[config.mk]
export PLATFORM = sky130hd
export DESIGN_NAME = memory_upload
export DESIGN_NICKNAME = d
export VERILOG_FILES = /design/src/common/loader_bus_pkg.sv /design/src/common/msx_map_pkg.sv /design/src/verilog/ddr_read_arbiter.sv /design/src/loader/slot_layout_table.sv /design/src/loader/ram_fill.sv /design/src/loader/config_sequencer.sv /design/src/loader/memory_upload.sv
export SDC_FILE = /design/constraint.sdc
export NUM_CORES = 2
export LEC_CHECK = 0
export ABC_AREA = 1
export BUFFER_PORTS_ARGS = -buffer_cell sky130_fd_sc_hd__buf_2
export CAP_MARGIN = 20
export CORE_AREA = 2 2 466 468
export DETAILED_ROUTE_END_ITERATION = 12
export DIE_AREA = 0 0 468 470
export PLACE_DENSITY_LB_ADDON = 0.2
export RECOVER_POWER = 50
export SLEW_MARGIN = 10
export SYNTH_ARGS = -nofsm -noshare
export SYNTH_HDL_FRONTEND = slang
export SYNTH_HIERARCHICAL = 1
export SYNTH_SLANG_ARGS = --single-unit
[constraint.sdc]
create_clock -name clk -period 4.3 [get_ports clk]
set_input_delay 0.86 -clock clk [delete_from_list [all_inputs] [get_ports clk]]
set_output_delay 0.86 -clock clk [all_outputs]
set_load 0.02 [all_outputs]
[src/common/loader_bus_pkg.sv]
`default_nettype none

package loader_bus_pkg;

   typedef logic [27:0] ddr_addr_t;      // DDR3 byte address
   typedef logic [26:0] ram_addr_t;      // RAM byte address
   typedef logic  [7:0] byte_t;
   typedef logic [10:0] region_units_t;  // Region size in blocks

   // DDR3 read request, held until ready
   typedef struct packed {
      logic      rd;
      ddr_addr_t addr;
   } ddr_rd_req_t;

   // Byte is valid while rd and ready are both high
   typedef struct packed {
      logic  ready;
      byte_t dout;
   } ddr_rd_rsp_t;

   // One byte per ce cycle
   typedef struct packed {
      logic      ce;
      ram_addr_t addr;
      byte_t     din;
   } ram_wr_t;

endpackage

`default_nettype wire

[src/common/msx_map_pkg.sv]
`default_nettype none

package msx_map_pkg;
   import loader_bus_pkg::*;

   // Record kind, header byte 3 bits 7:4
   typedef enum logic [3:0] {
      CONFIG_NONE          = 4'd0,
      CONFIG_FDC           = 4'd1,
      CONFIG_SLOT_A        = 4'd2,
      CONFIG_SLOT_B        = 4'd3,
      CONFIG_SLOT_INTERNAL = 4'd4,
      CONFIG_KBD_LAYOUT    = 4'd5,
      CONFIG_CONFIG        = 4'd6
   } config_typ_t;

   typedef enum logic [7:0] {
      ROM_NONE = 8'd0,
      ROM_ROM  = 8'd1,
      ROM_RAM  = 8'd2
   } data_id_t;

   typedef enum logic [4:0] {
      MAPPER_UNUSED     = 5'd0,
      MAPPER_NONE       = 5'd1,
      MAPPER_RAM        = 5'd2,
      MAPPER_ASCII8     = 5'd3,
      MAPPER_ASCII16    = 5'd4,
      MAPPER_KONAMI     = 5'd5,
      MAPPER_KONAMI_SCC = 5'd6,
      MAPPER_OFFSET     = 5'd7
   } mapper_typ_t;

   typedef enum logic [3:0] {
      DEVICE_NONE = 4'd0,
      DEVICE_FDC  = 4'd1,
      DEVICE_OPL3 = 4'd2,
      DEVICE_RTC  = 4'd3
   } device_typ_t;

   typedef logic [5:0] slot_idx_t;      // Slot, subslot, block

   typedef struct packed {
      mapper_typ_t mapper;
      device_typ_t device;
      logic  [3:0] ref_ram;
      logic  [1:0] offset_ram;
   } slot_entry_t;

   typedef struct packed {
      ram_addr_t     addr;
      region_units_t size;
      logic          ro;
   } lookup_ram_t;

   typedef struct packed {
      logic [7:0] ram_size;
      logic [3:0] slot_expander_en;
      logic [1:0] msx_typ;
   } bios_config_t;

   localparam logic [23:0] CONFIG_MAGIC = "MSX";

endpackage

`default_nettype wire

[src/verilog/ddr_read_arbiter.sv]
`timescale 1ns/1ps
`default_nettype none

module ddr_read_arbiter
   import loader_bus_pkg::*;
(
   input  wire               clk,
   input  wire               arst_n,
   input  wire ddr_rd_req_t  seq_req,
   output ddr_rd_rsp_t       seq_rsp,
   input  wire ddr_rd_req_t  fill_req,
   output ddr_rd_rsp_t       fill_rsp,
   output ddr_rd_req_t       ddr_req,
   input  wire ddr_rd_rsp_t  ddr_rsp
);

   typedef enum logic [1:0] {
      GNT_NONE, GNT_SEQ, GNT_FILL
   } grant_t;

   grant_t grant_q;
   grant_t grant;

   always_comb begin
      grant = grant_q;
      if (grant_q == GNT_NONE) begin
         if (seq_req.rd) grant = GNT_SEQ;             // Sequencer first
         else if (fill_req.rd) grant = GNT_FILL;
      end
   end

   always_ff @(posedge clk or negedge arst_n) begin
      if (!arst_n) grant_q <= GNT_NONE;
      else if (ddr_req.rd & ddr_rsp.ready) grant_q <= GNT_NONE;
      else grant_q <= grant;
   end

   assign ddr_req  = (grant == GNT_SEQ) ? seq_req : (grant == GNT_FILL) ? fill_req : '0;
   assign seq_rsp  = (grant == GNT_SEQ) ? ddr_rsp : '0;
   assign fill_rsp = (grant == GNT_FILL) ? ddr_rsp : '0;

endmodule

`default_nettype wire

[src/loader/slot_layout_table.sv]
`timescale 1ns/1ps
`default_nettype none

module slot_layout_table
   import msx_map_pkg::*;
(
   input  wire               clk,
   input  wire               arst_n,
   input  wire               clear,
   input  wire               we,
   input  wire slot_idx_t    idx,
   input  wire slot_entry_t  wdata,
   output slot_entry_t       rdata,
   input  wire slot_idx_t    ext_idx,
   output slot_entry_t       ext_entry
);

   slot_entry_t mem [64];
   slot_idx_t   clr_idx;           // Walks all 64 entries once per clear

   always_ff @(posedge clk or negedge arst_n) begin
      if (!arst_n) begin
         clr_idx <= '0;
      end else if (clear) begin
         clr_idx <= clr_idx + 1'b1;
      end
   end

   always_ff @(posedge clk) begin
      if (clear) begin
         mem[clr_idx] <= '{
            mapper:     MAPPER_UNUSED,
            device:     DEVICE_NONE,
            ref_ram:    4'd0,
            offset_ram: 2'd0
         };
      end else if (we) begin
         mem[idx] <= wdata;
      end
   end

   // Sequencer alias lookup
   assign rdata     = mem[idx];
   assign ext_entry = mem[ext_idx];

endmodule

`default_nettype wire

[src/loader/ram_fill.sv]
`timescale 1ns/1ps
`default_nettype none

module ram_fill
   import loader_bus_pkg::*;
#(
   parameter int BLOCK_SHIFT = 14
) (
   input  wire               clk,
   input  wire               arst_n,
   input  wire               start,
   input  wire ram_addr_t    ram_base,
   input  wire ddr_addr_t    src,
   input  wire ram_addr_t    len,
   input  wire         [2:0] pattern,
   input  wire               copy,
   output logic              busy,
   output ddr_rd_req_t       ddr_req,
   input  wire ddr_rd_rsp_t  ddr_rsp,
   output ram_wr_t           ram_wr,
   input  wire               sdram_ready
);

   localparam int CNT_W = $bits(region_units_t) + BLOCK_SHIFT;   // Largest region in bytes

   logic [CNT_W-1:0] wr_cnt;       // Region offset of next write
   logic [CNT_W-1:0] rd_cnt;       // Bytes fetched so far
   logic [CNT_W-1:0] total_q;
   ram_addr_t        base_q;
   ddr_addr_t        src_q;
   logic       [2:0] pattern_q;
   logic             copy_q;
   logic             rd;
   logic             buf_valid;
   byte_t            buf_q;
   logic             wr_fire;
   logic       [8:0] p;
   byte_t            fill_byte;

   assign wr_fire = busy & (~copy_q | buf_valid) & sdram_ready;
   assign p       = wr_cnt[8:0];

   always_comb begin
      case (pattern_q)
         3'd0:    fill_byte = buf_q;
         3'd1:    fill_byte = 8'hFF;
         3'd2:    fill_byte = 8'h00;
         3'd3:    fill_byte = (p[8] == p[1]) ? 8'hFF : 8'h00;
         3'd4:    fill_byte = (p[8] != p[0]) ? 8'hFF : 8'h00;
         default: fill_byte = 8'hFF;
      endcase
   end

   assign ram_wr  = '{ce: wr_fire, addr: base_q + ram_addr_t'(wr_cnt), din: fill_byte};
   assign ddr_req = '{rd: rd, addr: src_q};

   always_ff @(posedge clk or negedge arst_n) begin
      if (!arst_n) begin
         busy      <= 1'b0;
         rd        <= 1'b0;
         buf_valid <= 1'b0;
         wr_cnt    <= '0;
         rd_cnt    <= '0;
         src_q     <= '0;
      end else if (start) begin
         busy      <= 1'b1;
         rd        <= copy;
         buf_valid <= 1'b0;
         wr_cnt    <= '0;
         rd_cnt    <= '0;
         src_q     <= src;
      end else if (busy) begin
         if (rd & ddr_rsp.ready) begin
            rd        <= 1'b0;
            buf_valid <= 1'b1;
            src_q     <= src_q + 1'b1;
            rd_cnt    <= rd_cnt + 1'b1;
         end else if (copy_q & (rd_cnt != total_q) & (~buf_valid | wr_fire)) begin
            rd <= 1'b1;                    // Next byte while this one is written
         end
         if (wr_fire) begin
            buf_valid <= 1'b0;
            wr_cnt    <= wr_cnt + 1'b1;
            if (wr_cnt == total_q - 1'b1) busy <= 1'b0;
         end
      end
   end

   always_ff @(posedge clk) begin
      if (start) begin
         base_q    <= ram_base;
         total_q   <= CNT_W'(len);
         pattern_q <= pattern;
         copy_q    <= copy;
      end
      if (rd && ddr_rsp.ready) buf_q <= ddr_rsp.dout;
   end

endmodule

`default_nettype wire

[src/loader/config_sequencer.sv]
`timescale 1ns/1ps
`default_nettype none

module config_sequencer
   import loader_bus_pkg::*, msx_map_pkg::*;
#(
   parameter int BLOCK_SHIFT = 14
) (
   input  wire               clk,
   input  wire               arst_n,
   input  wire               ioctl_download,
   input  wire        [15:0] ioctl_index,
   input  wire        [26:0] ioctl_addr,
   input  wire               reload,
   output ddr_rd_req_t       ddr_req,
   input  wire ddr_rd_rsp_t  ddr_rsp,
   output logic              fill_start,
   output ram_addr_t         fill_ram_base,
   output ddr_addr_t         fill_src,
   output ram_addr_t         fill_len,
   output logic        [2:0] fill_pattern,
   output logic              fill_copy,
   input  wire               fill_busy,
   output logic              tbl_clear,
   output logic              tbl_we,
   output slot_idx_t         tbl_idx,
   output slot_entry_t       tbl_wdata,
   input  wire slot_entry_t  tbl_rdata,
   output logic              reset_rq,
   output lookup_ram_t       lookup_ram [16],
   output bios_config_t      bios_config
);

   typedef enum logic [2:0] {
      ST_IDLE, ST_CLEAN, ST_HEAD, ST_CHECK, ST_FILL_WAIT, ST_STORE
   } state_t;

   state_t        state;
   logic   [26:0] img_size;
   logic          dl_last;
   logic          load_pend;      // Trigger seen while busy
   logic          rd;
   ddr_addr_t     rd_addr;        // Next header byte
   logic    [5:0] clr_cnt;
   logic    [3:0] byte_cnt;
   byte_t         hdr [16];
   ram_addr_t     ram_alloc;
   logic    [3:0] ref_ram;
   logic          has_data;
   logic    [1:0] blk;
   logic          blk_wr;         // Second half of a block step
   slot_entry_t   alias_q;

   logic          dl_fall;
   logic          trigger;
   logic          start_load;
   logic          rec_ok;
   config_typ_t   rec_typ;
   data_id_t      data_id;
   region_units_t units;
   ram_addr_t     len;
   logic          fill_go;
   logic    [1:0] m;
   logic    [1:0] pr;

   assign dl_fall    = dl_last & ~ioctl_download & (ioctl_index[5:0] == 6'd1);
   assign trigger    = dl_fall | reload;
   assign start_load = (state == ST_IDLE) & (trigger | load_pend);

   assign rec_ok  = {hdr[0], hdr[1], hdr[2]} == CONFIG_MAGIC;
   assign rec_typ = config_typ_t'(hdr[3][7:4]);
   assign data_id = data_id_t'(hdr[4]);
   assign units   = {hdr[5][2:0], hdr[6]};
   assign len     = ram_addr_t'(units) << BLOCK_SHIFT;
   assign fill_go = (state == ST_CHECK) & rec_ok & (rec_typ == CONFIG_SLOT_INTERNAL) &
                    (data_id == ROM_ROM | data_id == ROM_RAM) & (units != '0);

   assign m  = hdr[9][2*blk +: 2];
   assign pr = hdr[10][2*blk +: 2];

   assign reset_rq  = state != ST_IDLE;
   assign ddr_req   = '{rd: rd, addr: rd_addr};
   assign tbl_clear = state == ST_CLEAN;
   assign tbl_we    = (state == ST_STORE) & blk_wr & (m != 2'd0);
   assign tbl_idx   = {hdr[3][3:0], blk_wr ? blk : pr};   // Alias read, then write

   always_comb begin
      tbl_wdata.mapper     = (m == 2'd2) ? mapper_typ_t'(hdr[8][4:0]) : MAPPER_UNUSED;
      tbl_wdata.device     = device_typ_t'(hdr[7][3:0]);
      tbl_wdata.ref_ram    = (data_id == ROM_NONE) ? 4'd0 : ref_ram;
      tbl_wdata.offset_ram = pr;
      if (m == 2'd1) begin
         tbl_wdata        = alias_q;
         tbl_wdata.device = DEVICE_NONE;
      end
   end

   always_ff @(posedge clk or negedge arst_n) begin
      if (!arst_n) begin
         state       <= ST_IDLE;
         img_size    <= '0;
         dl_last     <= 1'b0;
         load_pend   <= 1'b0;
         rd          <= 1'b0;
         rd_addr     <= '0;
         clr_cnt     <= '0;
         byte_cnt    <= '0;
         ram_alloc   <= '0;
         ref_ram     <= '0;
         has_data    <= 1'b0;
         blk         <= '0;
         blk_wr      <= 1'b0;
         fill_start  <= 1'b0;
         bios_config <= '0;
      end else begin
         dl_last    <= ioctl_download;
         fill_start <= fill_go;
         if (dl_fall) img_size <= ioctl_addr;
         if (trigger & state != ST_IDLE) load_pend <= 1'b1;
         case (state)
            ST_IDLE: begin
               if (start_load) begin
                  state       <= ST_CLEAN;
                  load_pend   <= 1'b0;
                  clr_cnt     <= '0;
                  rd_addr     <= '0;
                  byte_cnt    <= '0;
                  ram_alloc   <= '0;
                  ref_ram     <= '0;
                  bios_config <= '0;
               end
            end
            ST_CLEAN: begin
               clr_cnt <= clr_cnt + 1'b1;
               if (clr_cnt == 6'd63) state <= ST_HEAD;
            end
            ST_HEAD: begin
               if (!rd) begin
                  if (byte_cnt == '0 && rd_addr >= ddr_addr_t'(img_size)) state <= ST_IDLE;
                  else rd <= 1'b1;
               end else if (ddr_rsp.ready) begin
                  rd       <= 1'b0;
                  rd_addr  <= rd_addr + 1'b1;
                  byte_cnt <= byte_cnt + 1'b1;
                  if (byte_cnt == 4'd15) state <= ST_CHECK;
               end
            end
            ST_CHECK: begin
               state    <= ST_HEAD;
               blk      <= '0;
               blk_wr   <= 1'b0;
               has_data <= fill_go;
               if (!rec_ok) begin
                  state <= ST_IDLE;
               end else if (rec_typ == CONFIG_CONFIG) begin
                  bios_config.slot_expander_en <= hdr[4][3:0];
                  bios_config.msx_typ          <= hdr[4][5:4];
               end else if (rec_typ == CONFIG_SLOT_INTERNAL) begin
                  state <= fill_go ? ST_FILL_WAIT : ST_STORE;
                  if (data_id == ROM_RAM && hdr[6] > bios_config.ram_size)
                     bios_config.ram_size <= hdr[6];
                  if (fill_go) ram_alloc <= ram_alloc + len;
                  if (fill_go && data_id == ROM_ROM) rd_addr <= rd_addr + ddr_addr_t'(len);
               end
            end
            ST_FILL_WAIT: begin
               if (!fill_busy && !fill_start) state <= ST_STORE;   // Busy rises after start
            end
            ST_STORE: begin
               blk_wr <= ~blk_wr;
               if (blk_wr) begin
                  blk <= blk + 1'b1;
                  if (blk == 2'd3) begin
                     state   <= ST_HEAD;
                     ref_ram <= ref_ram + 4'(has_data);
                  end
               end
            end
            default: state <= ST_IDLE;
         endcase
      end
   end

   always_ff @(posedge clk) begin
      if (state == ST_HEAD && rd && ddr_rsp.ready) hdr[byte_cnt] <= ddr_rsp.dout;
      if (state == ST_STORE && !blk_wr) alias_q <= tbl_rdata;   // Blocks stored in order 0..3
      if (state == ST_CHECK) begin
         fill_ram_base <= ram_alloc;
         fill_src      <= rd_addr;
         fill_len      <= len;
         fill_pattern  <= (data_id == ROM_ROM) ? 3'd0 : hdr[11][2:0];
         fill_copy     <= data_id == ROM_ROM;
      end
      if (fill_go) lookup_ram[ref_ram] <= '{addr: ram_alloc, size: units, ro: data_id == ROM_ROM};
   end

endmodule

`default_nettype wire

[src/loader/memory_upload.sv]
`timescale 1ns/1ps
`default_nettype none

module memory_upload
   import loader_bus_pkg::*, msx_map_pkg::*;
#(
   parameter int BLOCK_SHIFT = 14
) (
   input  wire               clk,
   input  wire               arst_n,
   input  wire               ioctl_download,
   input  wire        [15:0] ioctl_index,
   input  wire        [26:0] ioctl_addr,
   input  wire               reload,
   output ddr_rd_req_t       ddr_req,
   input  wire ddr_rd_rsp_t  ddr_rsp,
   output ram_wr_t           ram_wr,
   input  wire               sdram_ready,
   output logic              reset_rq,
   input  wire slot_idx_t    layout_idx,
   output slot_entry_t       layout_entry,
   output lookup_ram_t       lookup_ram [16],
   output bios_config_t      bios_config
);

   ddr_rd_req_t   seq_req;
   ddr_rd_rsp_t   seq_rsp;
   ddr_rd_req_t   fill_req;
   ddr_rd_rsp_t   fill_rsp;

   logic          fill_start;
   ram_addr_t     fill_ram_base;
   ddr_addr_t     fill_src;
   ram_addr_t     fill_len;
   logic    [2:0] fill_pattern;
   logic          fill_copy;
   logic          fill_busy;

   logic          tbl_clear;
   logic          tbl_we;
   slot_idx_t     tbl_idx;
   slot_entry_t   tbl_wdata;
   slot_entry_t   tbl_rdata;

   config_sequencer #(
      .BLOCK_SHIFT (BLOCK_SHIFT)
   ) i_config_sequencer (
      .clk            (clk),
      .arst_n         (arst_n),
      .ioctl_download (ioctl_download),
      .ioctl_index    (ioctl_index),
      .ioctl_addr     (ioctl_addr),
      .reload         (reload),
      .ddr_req        (seq_req),
      .ddr_rsp        (seq_rsp),
      .fill_start     (fill_start),
      .fill_ram_base  (fill_ram_base),
      .fill_src       (fill_src),
      .fill_len       (fill_len),
      .fill_pattern   (fill_pattern),
      .fill_copy      (fill_copy),
      .fill_busy      (fill_busy),
      .tbl_clear      (tbl_clear),
      .tbl_we         (tbl_we),
      .tbl_idx        (tbl_idx),
      .tbl_wdata      (tbl_wdata),
      .tbl_rdata      (tbl_rdata),
      .reset_rq       (reset_rq),
      .lookup_ram     (lookup_ram),
      .bios_config    (bios_config)
   );

   ram_fill #(
      .BLOCK_SHIFT (BLOCK_SHIFT)
   ) i_ram_fill (
      .clk         (clk),
      .arst_n      (arst_n),
      .start       (fill_start),
      .ram_base    (fill_ram_base),
      .src         (fill_src),
      .len         (fill_len),
      .pattern     (fill_pattern),
      .copy        (fill_copy),
      .busy        (fill_busy),
      .ddr_req     (fill_req),
      .ddr_rsp     (fill_rsp),
      .ram_wr      (ram_wr),
      .sdram_ready (sdram_ready)
   );

   ddr_read_arbiter i_ddr_read_arbiter (
      .clk      (clk),
      .arst_n   (arst_n),
      .seq_req  (seq_req),
      .seq_rsp  (seq_rsp),
      .fill_req (fill_req),
      .fill_rsp (fill_rsp),
      .ddr_req  (ddr_req),
      .ddr_rsp  (ddr_rsp)
   );

   slot_layout_table i_slot_layout_table (
      .clk       (clk),
      .arst_n    (arst_n),
      .clear     (tbl_clear),
      .we        (tbl_we),
      .idx       (tbl_idx),
      .wdata     (tbl_wdata),
      .rdata     (tbl_rdata),
      .ext_idx   (layout_idx),
      .ext_entry (layout_entry)
   );

endmodule

`default_nettype wire

==> Word level (Yosys, flattened, before mapping) <==
Memory sizes are Yosys's and may differ from the RTL's. A register that Yosys moved wholly into a read port is not among the register bits.
Index checks and enable logic that the tools add are counted.
{ "totals": {"ff_bits": 951, "ramBits": 1088, "inputBits": 63, "out_inout_bits": 719, "elab_cells": 318, "mem_count": 2} }
{ "mem_list": {"columns": ["memory", "depth", "word_bits", "rd", "rd_clocked_by_memory_dff", "write_ports", "line_no", "source"], "rows": [
  ["i_slot_layout_table.mem", 64, 15, 2, 1, 1, "slot_layout_table.sv:18", "slot_entry_t mem [64];"],
  ["i_config_sequencer.hdr", 16, 8, 12, 1, 1, "config_sequencer.sv:46", "byte_t hdr [16];"]
]} }
{ "op_classes": {"addsub": 13, "n_lt_le_gt_ge": 4, "n_eq_ne": 42, "n_shift": 2, "muxes": 102, "bitwise": 26, "reduce_logical": 45} }
{ "op_table": {"columns": ["cell", "n"], "rows": [
  ["bitwise mux 624 bit", 1],
  ["two-way mux 28 bit", 10],
  ["demux 39 bit (select 4 bit)", 1],
  ["two-way mux 25 bit", 6],
  ["two-way mux 27 bit", 5],
  ["one-hot mux 28 bit (3 select lines)", 1],
  ["two-way mux 29 bit", 2],
  ["adder 28 x 1 -> 28 bit (second input constant)", 2],
  ["adder 27 x 25 -> 27 bit", 2],
  ["one-hot mux 27 bit (2 select lines)", 1],
  ["adder 25 x 1 -> 25 bit (second input constant)", 2],
  ["two-way mux 8 bit", 5],
  ["two-way mux 39 bit", 1],
  ["two-way mux 3 bit", 12],
  ["one-hot mux 8 bit (4 select lines)", 1],
  ["two-way mux 15 bit", 2],
  ["adder 28 x 25 -> 28 bit", 1],
  [">= comparator 28 x 27 -> 1 bit", 1],
  ["two-way mux 14 bit", 2],
  ["one-hot mux 14 bit (2 select lines)", 1],
  ["two-way mux 1 bit", 27],
  ["== test 25 bit", 1],
  ["!= test 25 bit", 1],
  ["subtractor 25 x 1 -> 25 bit (second input constant)", 1],
  ["55 further kinds", 145]
]} }

==> Logic depth before layout (Yosys ltp) <==
An unclocked memory read counts as a cell.
{ "depth": {"ltp_word": 12, "depth_mapped": 18, "depth_no_buf": 17} }

==> By module <==
Netlist, hierarchy kept.
{ "modules_own_cells": {"columns": ["module", "instances", "cells_each", "area_each_um2", "seq_area_each_um2"], "rows": [
  ["slot_layout_table", 1, 5598, 48865.6, 28977.8],
  ["config_sequencer", 1, 2055, 26676.8, 19073.3],
  ["ram_fill", 1, 1239, 9482.8, 3948.8],
  ["ddr_read_arbiter", 1, 139, 639.4, 50.0]
]} }

==> Worst setup path after synthesis <==
Ideal clock, no wire load.
{ "synth_path": {"kind": "register to register", "from": "register i_config_sequencer.blk[0]", "to": "memory i_slot_layout_table/mem[45][0] (netlist bit) (enable)", "t_arrival_ns": 3.400, "required_ns": 3.874, "slack_ns": 0.474, "path_stages_with_launch": 11, "n_path_buf": 1, "cell_sequence": "dfrtp_1 -> inv_1 -> nand2_1 -> a32oi_1 -> inv_1 -> a21oi_1 -> nand2_4 -> buf_6 -> o21ai_2 -> inv_2 -> nor4_1"} }
{ "synth_between": {"elab_chain_cells": 8} }
{ "synth_rtl": {"columns": ["item", "line_no", "source"], "rows": [
  ["start, declared", "config_sequencer.sv:50", "logic [1:0] blk;"],
  ["start signal, assigned", "config_sequencer.sv:172", "blk <= blk + 1'b1;"],
  ["indexed part select 8 x 4 -> 2 bit (*)", "config_sequencer.sv:78", "assign m = hdr[9][2*blk +: 2];"],
  ["nonzero test 2 bit (*)", "config_sequencer.sv:84", "assign tbl_we = (state == ST_STORE) & blk_wr & (m != 2'd0);"],
  ["AND 1 bit (*)", "config_sequencer.sv:84", null],
  ["named net tbl_we", "memory_upload.sv:40", "logic tbl_we;"],
  ["two-way mux 1 bit (*)", "slot_layout_table.sv:37", "end else if (we) begin"],
  ["two-way mux 1 bit (*)", "slot_layout_table.sv:30", "if (clear) begin"],
  ["two-way mux 1 bit (not written as such) (*)", "slot_layout_table.sv:38", "mem[idx] <= wdata;"],
  ["OR reduction 15 bit (no line)", null, null],
  ["two-way mux 6 bit (no line) or two-way mux 1 bit (tied branches)", null, null],
  ["end, declared", "slot_layout_table.sv:18", null]
]} }
The timed path passes the listed nets; every way through them passes the cells marked *.

==> metrics <==
DRT Wirelength ~280000 microns; Max Clock Freq between 200 and 250 MHz; drt first pass iters 8; Tot Pwr roughly 0.042 W; status complete, but fails checks; layout cells sized above 1 between 8 and 9%; initial antenna violation count 9; Mapped Cells 8489; total negative slack 0 ns; Global Route Usage Sum roughly a quarter; Fin. Hold Viols 0; area grow syn2layout 14.1%; final setup fails 0; max-cap violations 24; IR drop worst, VDD 473 uV; Power per Cell Area roughly 440 nW/um^2; synth warn 6; clock slew at reported path FFs roughly 0.060 ns; Rel. slew slack -96.5%; Nets about 9k; worst min path class in -> reg; Via Count ~65k; mean number of vias per cell between 5 and 6; global-route wire length before repair 404000 microns; max-slew violations 736; worst-skew pair later-pin latency 0.87 ns; Startpoint Class flip-flop; crit share post-route 95.1%; final clock skew about 0.04 ns; total CTS buffers between 150 and 200; violated checks capacitance limit, slew limit; ANT nets after route 0; DP Area 89700 sq um; DRC Markers 0; DP HPWL between 150000 and 200000 microns; design area 95100 sq um; largest net degree at the start of global routing 101; vias in the first global route just over 60k; RD Place Congestion around 0.96; clk buf depth 3; # rows 171; core box area 216000 sq um; First DRT Iteration DRCs 6597; chip height between 400 and 500 microns; Synth Area per Inst 9.82 sq um; Slew @ Worst Pin 2.95 ns; Clock Sinks roughly 1.8k; mapped cell area 83400 sq um; CP Capture Type output pin; WL/cell about 23 microns; critical path class reg -> out; final worst path period need 4.09 ns; Die ar. around 220000 sq um; CP Max Fanout 6; # IOs ~780; CTS tree done; chip width 468 microns; Port-buffer cells between 500 and 600; leakage power total 37.7 nW; crit path DAT 3.23 ns; Starting Density 38.6%; # H-tree levels 4; unrepaired setup endpoints after global routing no; Clock Tree Root clkbuf_16; Worst EP required roughly 3.4 ns; total grt overflow 0
[timing repair]
item / in CTS / in global routing
cloned: 0 / 0
buffers inserted: 0 / 2
hold buffers: 0 / 0
endpoints found under the setup margin: 6 / 6
pin swaps: 0 / 1
gates resized for setup: 3 / 4
hold endpoints to repair: 0 / 0
[sequential cells by signal, summed over array words and instances, names as in the netlist, 4 cells and up]
name and cells:
i_config_sequencer/alias_q 11, i_config_sequencer/bios_config 14, i_config_sequencer/byte_cnt 4, i_config_sequencer/clr_cnt 6, i_config_sequencer/fill_len 11, i_config_sequencer/fill_ram_base 13, i_config_sequencer/fill_src 28, i_config_sequencer/hdr 79
i_config_sequencer/img_size 27, i_config_sequencer/lookup_ram 400, i_config_sequencer/ram_alloc 13, i_config_sequencer/rd_addr 28, i_config_sequencer/ref_ram 4, i_ram_fill/base_q 27, i_ram_fill/buf_q 8, i_ram_fill/rd_cnt 25
i_ram_fill/src_q 28, i_ram_fill/total_q 25, i_ram_fill/wr_cnt 25, i_slot_layout_table/clr_idx 6, i_slot_layout_table/mem 960
[per-stage QoR]
| stage | instances | util (%) | worst slack, ns | hold WS, ns |
|---|---|---|---|---|
| final | 12065 | 44.1 | 0.209 | 0.148 |
| after global routing | 12060 | 44.1 | 0.0267 | 0.119 |
| after CTS | 12055 | 44.5 | 0.0729 | 0.0627 |
| after detailed placement | 11693 | 41.6 | 0.392 | 0.405 |
| after global placement | 11693 | 41.6 | 0.392 | 0.402 |
| after floorplan | 8740 | - | 0.474 | 0.400 |
[final cells by class]
class                   instances  area (sq um)
clock inverters               118          1110
diodes                          6          15.0
fillers                     20531        121000
clock buffers                 244          5170
flip-flops and latches       1766         52100
well taps                    2854          3570
multi-input cells            5858         26900
repair buffers                838          4890
inverters                     381          1460
[worst max-delay path, stage by stage, from the launching register on]
cell	delay [ns]
dfrtp_1	0.46
ha_1	0.40
nand2_1	0.14
inv_1	0.09
nand3_1	0.08
nor3_1	0.16
a21oi_1	0.15
o21bai_1	0.35
nand2_1	0.11
nand2_1	0.09
xor2_1	0.14
buf_2	0.19
[cells in the final DEF, fill, tap and decap left out, types with 14 or more instances in the layout]
master and count:
clkbuf_16 198, nand3_1 1640, dfrtp_1 195, xor2_1 62
bufinv_16 16, inv_1 360, nor2_1 359, clkinvlp_4 17
or2_2 21, nand2_1 2801, nor3_1 66, nor2_4 25
a21oi_1 145, o21ai_0 149, o22ai_1 14, edfxtp_1 1570
conb_1 252, xnor2_1 31, ha_1 96, clkinv_2 32
nand4_1 62, clkinv_1 43, buf_2 128, buf_12 51
clkbuf_1 508, buf_4 177
[power by group]
group          switching, W  internal [W]  leakage [nW]
registers          0.000488        0.0193          17.1
logic               0.00403       0.00131          17.6
clock network       0.00704       0.00949          3.02
total                0.0116        0.0301          37.7
[metal layers]
| metal | part of all wire (%) | GRT usage, % | wire length [microns] | up-vias |
|---|---|---|---|---|
| met2 | 46 | 38.3 | 126000 | 2976 |
| met5 | 0.0047 | 0 | 13 | - |
| met3 | 8.4 | 4.56 | 23300 | 541 |
| li1 | - | - | - | 29551 |
| met1 | 42 | 34.2 | 117000 | 31699 |
| met4 | 3.8 | 9.31 | 10500 | 2 |
[worst paths after layout]
path / slack, ns / to / cells past startpoint / start
max: 0.21 / ram_wr[32] / 11 / i_ram_fill/wr_cnt[6]$_DFFE_PN0P_
min: 0.15 / i_config_sequencer/dl_last$_DFF_PN0_ / 1 / ioctl_download
max reg2reg: 0.26 / i_config_sequencer/lookup_ram[508]$_DFFE_PP_ / 9 / i_config_sequencer/state[1]$_DFFE_PN0P_
min reg2reg: 0.42 / i_ram_fill/base_q[25]$_DFFE_PP_ / 0 / i_config_sequencer/fill_ram_base[25]$_DFFE_PN_
max in group asynchronous: 0.82 / i_ram_fill/wr_cnt[0]$_DFFE_PN0P_ / 2 / arst_n
min in group asynchronous: 0.87 / i_ram_fill/busy$_DFF_PN0_ / 1 / arst_n
Note: power is estimated with default switching activity, not from simulation.
